**config.mk**
```make
export PLATFORM = sky130hd
export DESIGN_NAME = aluCluster
export DESIGN_NICKNAME = d
export VERILOG_FILES = /design/src/rtl/rsPkg.sv /design/src/rtl/rdyList.sv /design/src/rtl/rsEntryBank.sv /design/src/rtl/aluExec.sv /design/src/rtl/aluCluster.sv
export SDC_FILE = /design/constraint.sdc
export NUM_CORES = 2
export LEC_CHECK = 0
export BUFFER_PORTS_ARGS = -buffer_cell sky130_fd_sc_hd__clkbuf_2
export CAP_MARGIN = 15
export CORE_ASPECT_RATIO = 1.1
export CORE_MARGIN = 3
export CORE_UTILIZATION = 41
export DETAILED_ROUTE_END_ITERATION = 16
export PLACE_DENSITY = 0.61
export SYNTH_ARGS = -nofsm -noshare
export SYNTH_HDL_FRONTEND = slang
export SYNTH_HIERARCHICAL = 1
export SYNTH_SLANG_ARGS = --single-unit
```
**constraint.sdc**
```tcl
create_clock -name clk -period 6.3 [get_ports clk]
set_input_delay 0.315 -clock clk [delete_from_list [all_inputs] [get_ports clk]]
set_output_delay 0.315 -clock clk [all_outputs]
set_load 0.01 [all_outputs]
```
**src/rtl/rsPkg.sv**
```systemverilog
package rsPkg;

    // Reservation station geometry
    localparam int rsSize = 6;
    localparam int idxWidth = 3;

    // Number of rows in the lowest-set-bit lookup, one per status pattern
    localparam int tableSize = 2 ** rsSize;

    // Index code returned when no status bit is set
    localparam logic [idxWidth-1:0] noReady = 3'd7;

    // Producer tags. Tag 0 marks an operand that already holds its value,
    // so a valid result never carries it
    localparam int tagWidth = 4;
    localparam logic [tagWidth-1:0] readyTag = '0;

    // Operand and result width
    localparam int dataWidth = 32;

    // Shift amounts come from the low bits of operand B
    localparam int shiftWidth = 5;

    // ALU operation codes
    localparam int opWidth = 3;

    typedef enum logic [opWidth-1:0] {
        opAdd = 3'd0,
        opSub = 3'd1,
        opAnd = 3'd2,
        opOr  = 3'd3,
        opXor = 3'd4,
        opSll = 3'd5,
        opSrl = 3'd6,
        opSlt = 3'd7
    } aluOp_e;

endpackage

```
**src/rtl/rdyList.sv**
```systemverilog
`timescale 1ns/1ps

module rdyList (
    input  logic                       clk,
    input  logic                       rst,
    input  logic [rsPkg::rsSize-1:0]   readyStatus,
    output logic [rsPkg::idxWidth-1:0] readyALU
);

    logic [rsPkg::idxWidth-1:0] lookup [rsPkg::tableSize];

    // Position of the lowest set bit, scanning down so the last hit wins
    function automatic logic [rsPkg::idxWidth-1:0] lowestSet(
        input logic [rsPkg::rsSize-1:0] pattern
    );
        logic [rsPkg::idxWidth-1:0] code;
        code = rsPkg::noReady;
        for (int b = rsPkg::rsSize - 1; b >= 0; b--) begin
            if (pattern[b]) begin
                code = b[rsPkg::idxWidth-1:0];
            end
        end
        return code;
    endfunction

    // Contents are rebuilt on every reset edge and held afterwards
    always_ff @(posedge clk) begin
        if (rst) begin
            for (int a = 0; a < rsPkg::tableSize; a++) begin
                lookup[a] <= lowestSet(a[rsPkg::rsSize-1:0]);
            end
        end
    end

    assign readyALU = lookup[readyStatus];

endmodule

```
**src/rtl/rsEntryBank.sv**
```systemverilog
`timescale 1ns/1ps

module rsEntryBank (
    input  logic                        clk,
    input  logic                        rst,

    input  logic                        dispatchValid,
    input  rsPkg::aluOp_e               dispatchOp,
    input  logic [rsPkg::tagWidth-1:0]  dispatchTagA,
    input  logic [rsPkg::dataWidth-1:0] dispatchDataA,
    input  logic [rsPkg::tagWidth-1:0]  dispatchTagB,
    input  logic [rsPkg::dataWidth-1:0] dispatchDataB,
    input  logic [rsPkg::tagWidth-1:0]  dispatchDest,
    input  logic [rsPkg::idxWidth-1:0]  allocIdx,
    input  logic [rsPkg::idxWidth-1:0]  issueIdx,

    input  logic                        extValid,
    input  logic [rsPkg::tagWidth-1:0]  extTag,
    input  logic [rsPkg::dataWidth-1:0] extData,
    input  logic                        resultValid,
    input  logic [rsPkg::tagWidth-1:0]  resultTag,
    input  logic [rsPkg::dataWidth-1:0] resultData,

    output logic [rsPkg::rsSize-1:0]    readyBits,
    output logic [rsPkg::rsSize-1:0]    freeBits,
    output rsPkg::aluOp_e               issueOp,
    output logic [rsPkg::dataWidth-1:0] issueA,
    output logic [rsPkg::dataWidth-1:0] issueB,
    output logic [rsPkg::tagWidth-1:0]  issueDest,
    output logic                        issueValid
);

    logic [rsPkg::rsSize-1:0]    entryValid;
    rsPkg::aluOp_e               entryOp    [rsPkg::rsSize];
    logic [rsPkg::tagWidth-1:0]  entryTagA  [rsPkg::rsSize];
    logic [rsPkg::dataWidth-1:0] entryDataA [rsPkg::rsSize];
    logic [rsPkg::tagWidth-1:0]  entryTagB  [rsPkg::rsSize];
    logic [rsPkg::dataWidth-1:0] entryDataB [rsPkg::rsSize];
    logic [rsPkg::tagWidth-1:0]  entryDest  [rsPkg::rsSize];

    logic [rsPkg::tagWidth-1:0]  newTagA;
    logic [rsPkg::dataWidth-1:0] newDataA;
    logic [rsPkg::tagWidth-1:0]  newTagB;
    logic [rsPkg::dataWidth-1:0] newDataB;
    logic [rsPkg::idxWidth-1:0]  issueSel;
    logic                        doDispatch;

    // A waiting tag matches when either bus broadcasts it this cycle
    function automatic logic busHit(input logic [rsPkg::tagWidth-1:0] tag);
        logic extHit;
        logic aluHit;
        extHit = extValid && (extTag == tag);
        aluHit = resultValid && (resultTag == tag);
        return (tag != rsPkg::readyTag) && (extHit || aluHit);
    endfunction

    // Tags are unique in flight, so at most one bus can match
    function automatic logic [rsPkg::dataWidth-1:0] busData(
        input logic [rsPkg::tagWidth-1:0] tag
    );
        logic [rsPkg::dataWidth-1:0] value;
        value = resultData;
        if (extValid && (extTag == tag)) begin
            value = extData;
        end
        return value;
    endfunction

    // Dispatched operands can be satisfied by a broadcast in the same cycle
    always_comb begin
        newTagA  = dispatchTagA;
        newDataA = dispatchDataA;
        newTagB  = dispatchTagB;
        newDataB = dispatchDataB;
        if (busHit(dispatchTagA)) begin
            newTagA  = rsPkg::readyTag;
            newDataA = busData(dispatchTagA);
        end
        if (busHit(dispatchTagB)) begin
            newTagB  = rsPkg::readyTag;
            newDataB = busData(dispatchTagB);
        end
    end

    assign doDispatch = dispatchValid && (allocIdx != rsPkg::noReady);
    assign issueValid = (issueIdx != rsPkg::noReady);

    always_ff @(posedge clk) begin
        if (rst) begin
            entryValid <= '0;
        end else begin
            if (issueValid) begin
                entryValid[issueIdx] <= 1'b0;
            end
            if (doDispatch) begin
                entryValid[allocIdx] <= 1'b1;
            end
        end
    end

    always_ff @(posedge clk) begin
        for (int i = 0; i < rsPkg::rsSize; i++) begin
            if (entryValid[i] && busHit(entryTagA[i])) begin
                entryTagA[i]  <= rsPkg::readyTag;
                entryDataA[i] <= busData(entryTagA[i]);
            end
            if (entryValid[i] && busHit(entryTagB[i])) begin
                entryTagB[i]  <= rsPkg::readyTag;
                entryDataB[i] <= busData(entryTagB[i]);
            end
        end
        // The target slot is free, so this never collides with snooping above
        if (doDispatch) begin
            entryOp[allocIdx]    <= dispatchOp;
            entryTagA[allocIdx]  <= newTagA;
            entryDataA[allocIdx] <= newDataA;
            entryTagB[allocIdx]  <= newTagB;
            entryDataB[allocIdx] <= newDataB;
            entryDest[allocIdx]  <= dispatchDest;
        end
    end

    always_comb begin
        for (int i = 0; i < rsPkg::rsSize; i++) begin
            readyBits[i] = entryValid[i]
                && (entryTagA[i] == rsPkg::readyTag)
                && (entryTagB[i] == rsPkg::readyTag);
        end
    end

    assign freeBits = ~entryValid;

    // Keep the read index in range when nothing issues
    assign issueSel  = issueValid ? issueIdx : '0;
    assign issueOp   = entryOp[issueSel];
    assign issueA    = entryDataA[issueSel];
    assign issueB    = entryDataB[issueSel];
    assign issueDest = entryDest[issueSel];

endmodule

```
**src/rtl/aluExec.sv**
```systemverilog
`timescale 1ns/1ps

module aluExec (
    input  logic                        clk,
    input  logic                        rst,
    input  logic                        issueValid,
    input  rsPkg::aluOp_e               issueOp,
    input  logic [rsPkg::dataWidth-1:0] issueA,
    input  logic [rsPkg::dataWidth-1:0] issueB,
    input  logic [rsPkg::tagWidth-1:0]  issueDest,
    output logic                        resultValid,
    output logic [rsPkg::tagWidth-1:0]  resultTag,
    output logic [rsPkg::dataWidth-1:0] resultData
);

    logic [rsPkg::dataWidth-1:0]  aluOut;
    logic [rsPkg::shiftWidth-1:0] shamt;

    assign shamt = issueB[rsPkg::shiftWidth-1:0];

    always_comb begin
        aluOut = '0;
        case (issueOp)
            rsPkg::opAdd: aluOut = issueA + issueB;
            rsPkg::opSub: aluOut = issueA - issueB;
            rsPkg::opAnd: aluOut = issueA & issueB;
            rsPkg::opOr:  aluOut = issueA | issueB;
            rsPkg::opXor: aluOut = issueA ^ issueB;
            rsPkg::opSll: aluOut = issueA << shamt;
            rsPkg::opSrl: aluOut = issueA >> shamt;
            // Signed compare, result is 1 or 0
            rsPkg::opSlt: begin
                if ($signed(issueA) < $signed(issueB)) begin
                    aluOut = 32'd1;
                end
            end
            default: aluOut = '0;
        endcase
    end

    always_ff @(posedge clk) begin
        if (rst) begin
            resultValid <= 1'b0;
        end else begin
            resultValid <= issueValid;
        end
    end

    // Tag and data only move on an issue, valid qualifies them
    always_ff @(posedge clk) begin
        if (issueValid) begin
            resultTag  <= issueDest;
            resultData <= aluOut;
        end
    end

endmodule

```
**src/rtl/aluCluster.sv**
```systemverilog
`timescale 1ns/1ps

module aluCluster (
    input  logic                        clk,
    input  logic                        rst,

    input  logic                        dispatchValid,
    input  rsPkg::aluOp_e               dispatchOp,
    input  logic [rsPkg::tagWidth-1:0]  dispatchTagA,
    input  logic [rsPkg::dataWidth-1:0] dispatchDataA,
    input  logic [rsPkg::tagWidth-1:0]  dispatchTagB,
    input  logic [rsPkg::dataWidth-1:0] dispatchDataB,
    input  logic [rsPkg::tagWidth-1:0]  dispatchDest,

    input  logic                        extValid,
    input  logic [rsPkg::tagWidth-1:0]  extTag,
    input  logic [rsPkg::dataWidth-1:0] extData,

    output logic                        full,
    output logic                        resultValid,
    output logic [rsPkg::tagWidth-1:0]  resultTag,
    output logic [rsPkg::dataWidth-1:0] resultData
);

    logic [rsPkg::rsSize-1:0]    readyBits;
    logic [rsPkg::rsSize-1:0]    freeBits;
    logic [rsPkg::idxWidth-1:0]  issueIdx;
    logic [rsPkg::idxWidth-1:0]  allocIdx;
    rsPkg::aluOp_e               issueOp;
    logic [rsPkg::dataWidth-1:0] issueA;
    logic [rsPkg::dataWidth-1:0] issueB;
    logic [rsPkg::tagWidth-1:0]  issueDest;
    logic                        issueValid;

    rsEntryBank entryBank (
        .clk           (clk),
        .rst           (rst),
        .dispatchValid (dispatchValid),
        .dispatchOp    (dispatchOp),
        .dispatchTagA  (dispatchTagA),
        .dispatchDataA (dispatchDataA),
        .dispatchTagB  (dispatchTagB),
        .dispatchDataB (dispatchDataB),
        .dispatchDest  (dispatchDest),
        .allocIdx      (allocIdx),
        .issueIdx      (issueIdx),
        .extValid      (extValid),
        .extTag        (extTag),
        .extData       (extData),
        .resultValid   (resultValid),
        .resultTag     (resultTag),
        .resultData    (resultData),
        .readyBits     (readyBits),
        .freeBits      (freeBits),
        .issueOp       (issueOp),
        .issueA        (issueA),
        .issueB        (issueB),
        .issueDest     (issueDest),
        .issueValid    (issueValid)
    );

    // Lowest ready entry goes to the ALU
    rdyList readySel (
        .clk         (clk),
        .rst         (rst),
        .readyStatus (readyBits),
        .readyALU    (issueIdx)
    );

    // Lowest free entry takes the next dispatch
    rdyList freeSel (
        .clk         (clk),
        .rst         (rst),
        .readyStatus (freeBits),
        .readyALU    (allocIdx)
    );

    aluExec alu (
        .clk         (clk),
        .rst         (rst),
        .issueValid  (issueValid),
        .issueOp     (issueOp),
        .issueA      (issueA),
        .issueB      (issueB),
        .issueDest   (issueDest),
        .resultValid (resultValid),
        .resultTag   (resultTag),
        .resultData  (resultData)
    );

    assign full = (allocIdx == rsPkg::noReady);

endmodule

```
==> out/results.txt <==
Pre-antenna DRT Iters - 9
first-pass GRT wire length - 301000 µm
FF+latch count, synth - 581
# IOs - 157
cells along the critical path - or4_1, nor3_2, nor2_1, o31a_2, buf_12, nand2_1, nor2_4, buf_12, buf_4, a2111oi_2, buf_4, a21oi_1, buf_4, inv_1, ha_1, or4_4, or4_4, or4b_4, a32oi_1, a22o_1, xnor2_1, o211ai_2
share of synthesized registers carrying an async set or reset - 0%
crit share post-route - 96.8%
Vias/cell - 6.94
Worst Hold Class - in -> reg
H-tree depth - 3
final setup margin - 0.203 ns
CTS Buf Count - 68
area of the multi-input gates - 23200 µm²
worst-margin pin slew - 1.30 ns
Filler cells - 9856
main area contributors after synthesis - edfxtp_1, a21oi_1, o31ai_1
Detail Placement HPWL - 137000 µm
DRT iter0 DRCs - 7278
Final GP Congestion - 1.03
status - completed
clk slew on worst S/H paths - 0.07 ns
initial antenna violation count - 6
Die Width - 315 µm
Setup Slack @ Placement - -0.152 ns
Yosys top cell area share - 40.0%
Final setup viols - 0
cell count of the worst hold path - 5
Synth Flop Type - edfxtp_1
Slew Limit Fails - 0
clk sinks - 581
number of global-route vias before repair - 42500
CP Data Required Time - 6.67 ns
Worst Clk Skew - 0.0396 ns
Hold Startpoint - dispatchDataB[5]
Mapped Avg Cell Area - 8.92 µm²
post-synth cell types - 85
worst r2r path cells - 22
IO Port Bufs - 156
final WL - 214000 µm
Initial Util - 41.4%
largest net degree at the start of global routing - 77
Max Buffers Root-to-Sink - 3
static leakage - 18.9 nW
Routed wire per std cell - 33.3 µm
crit path max fanout - 17
Placed Instance Area - 47700 µm²
Die ar. - 109000 µm²
sequential share of the synthesized area - 40.3%
f_max - 164 MHz
Root Driver - clkbuf_16
Syn Inst Count - 4831
minimum clock period after layout - 6.10 ns
CP Launch Type - flop
share of layout cells above drive strength 1 - 20.7%
TritonCTS clock tree - done
number of antenna-violating nets in the routed design - 0
area leader, netlist - edfxtp_1
Core Util, Final - 48.3%
R2R setup slack - 0.20 ns
Max-slew headroom - 13.4%
reg2reg start - entryBank/entryTagB[4][0]$_SDFFCE_PN0P_
WS Path Type - reg -> reg
area grow syn2layout - 16.8%
total gr overflow - 0
Placement Rows - 124
Reg-to-Reg End - alu/resultData[29]$_DFFE_PP_
routed vias - 44700
fin cells - 6444
DRC violations left - 0
Post-synth EDFFs - 574
Core Area - 104000 µm²
Max Cap Viol - 0
Pwr Density - 242 nW/µm²
Die H - 346 µm
CP dominant cell by count - buf_4
CP peak stage delay - 0.60 ns
CP Capture Type - flop
clk_lat worst skew - 0.64 ns
Final nets - 5220
placed instance count - 6299
Yosys warnings - 6
final hold violation count - 0
Hold EP - entryBank/entryDataB[6][5]$_DFFE_PP_
WP data arrival - 6.47 ns
Max rail drop VDD - 0.160 mV
Fin Hold WS - 0.201 ns
Final Instance Area - 50300 µm²
gr usage total - 37.6%
slowest CP cell - or4_1
FF/Latch Area - 17400 µm²
Net Count, Synth - 5049
Synth Cell Area - 43100 µm²
cells by family after synthesis:
family                   count (synthesis)  synth area share [%]
XOR/XNOR                               138                  2.80
AND/OR/NAND/NOR                        813                  8.60
buffers and inverters                  828                  7.65
adder cells (fa/ha/maj)                 99                  2.91
flip-flops                             581                  40.3
AO/OA/AOI/OAI                         2207                  33.5
multiplexers                           165                  4.25
stage by stage:
stage | setup TNS, ns | power [mW]
2_1_floorplan | -0.0928 | 6.40
3_3_place_gp | -1.49 | 7.97
3_5_place_dp | -0.253 | 7.97
4_1_cts | 0 | 12.0
5_1_grt | -0.00439 | 12.5
6_report | 0 | 12.2
what timing repair did:
item / in CTS / in global routing
setup buffers: 0 / 10
endpoints found under the hold margin: 44 / 0
pin swaps: 1 / 4
resized for setup: 4 / 73
cloned: 0 / 1
hold buffers: 8 / 0
setup endpoints to repair: 4 / 19
layout by cell type, fill, tap and decap left out, types with 32 or more instances in the layout:
cell and n:
nand2_1 284, and3_1 73, clkbuf_16 70, o21ai_0 101, ha_1 93, buf_4 447, xor2_1 44, a2111oi_0 43
clkbuf_2 156, nor2_1 269, mux2_2 92, a21oi_1 1171, o211ai_1 32, xnor2_1 82, edfxtp_1 574, o22ai_1 73
o31ai_4 54, o31ai_1 398, inv_1 280, mux2i_1 68, o221ai_1 70
cell usage after synthesis (10+ instances only):
master	number
a222oi_1	18
a31oi_1	11
mux2i_1	68
xor2_1	56
nor2b_1	26
ha_1	97
a211oi_1	25
and3_1	76
o211ai_1	32
a21oi_1	1193
or4_1	15
edfxtp_1	574
nand2_1	288
buf_1	32
nor2_1	272
o31ai_2	10
mux2_2	92
buf_2	77
xnor2_1	82
nand3_1	43
o41ai_1	15
a2111oi_0	66
o21ai_0	103
o31ai_4	54
o22ai_1	74
or3b_2	11
buf_6	11
a221oi_1	14
nor3_1	30
o31ai_1	398
clkbuf_1	416
a31o_2	19
o221ai_1	70
inv_1	285
cell type report:
type	instances	area share [%]
clock inverter	42	0.838
clock buffer	80	3.51
inverter	290	2.18
sequential	581	34.5
multi-input combinational	3422	46.0
timing repair buffer	639	9.42
antenna	4	0.0199
tap	1386	3.45
critical path: cells and delay by family, from the launching register on:
kind / cells / cell delay [ns]
and+or+nand+nor: 8 / 2.63
AOI/OAI and AO/OA: 6 / 1.37
buffers and inverters: 6 / 0.96
DFF: 1 / 0.44
adders and majority gates: 1 / 0.25
xor gates and xnor gates: 1 / 0.14
power by group:
group	switching (mW)	internal, mW	total [mW]
Combinational	2.40	1.29	3.69
Clock	1.75	2.30	4.06
Sequential	0.0420	4.37	4.41
worst max path at each step:
stage                                            startpoint                            to  slack (ns)  depth (start not counted)
global route        entryBank/entryTagB[4][0]$_SDFFCE_PN0P_  alu/resultData[23]$_DFFE_PP_      -0.004                         26
CTS                 entryBank/entryTagA[1][0]$_SDFFCE_PN0P_  alu/resultData[20]$_DFFE_PP_       0.006                         24
finish              entryBank/entryTagB[4][0]$_SDFFCE_PN0P_  alu/resultData[29]$_DFFE_PP_        0.20                         22
floorplan           entryBank/entryTagA[3][0]$_SDFFCE_PN0P_  alu/resultData[29]$_DFFE_PP_       -0.09                         26
detailed placement  entryBank/entryTagA[3][0]$_SDFFCE_PN0P_  alu/resultData[29]$_DFFE_PP_       -0.15                         21
global placement    entryBank/entryTagA[3][0]$_SDFFCE_PN0P_  alu/resultData[30]$_DFFE_PP_       -0.78                         23
routing by layer:
| layer | GRT usage [%] | vias up | wire length [µm] |
|---|---|---|---|
| met3 | 13.1 | 880 | 32500 |
| met2 | 54.6 | 3878 | 89600 |
| met5 | 0 | - | 13 |
| met1 | 48.9 | 21400 | 78900 |
| met4 | 20.1 | 2 | 13500 |
| li1 | - | 18600 | - |
state kept, by name, indices dropped and copies added, names as in the netlist:
name	cells
alu/resultTag	4
entryBank/entryDataA	224
entryBank/entryValid	6
alu/resultValid	1
entryBank/entryTagB	24
entryBank/entryDataB	224
alu/resultData	32
entryBank/entryTagA	24
entryBank/entryDest	24
entryBank/entryOp	18
Power figures use the tool's default switching activity.
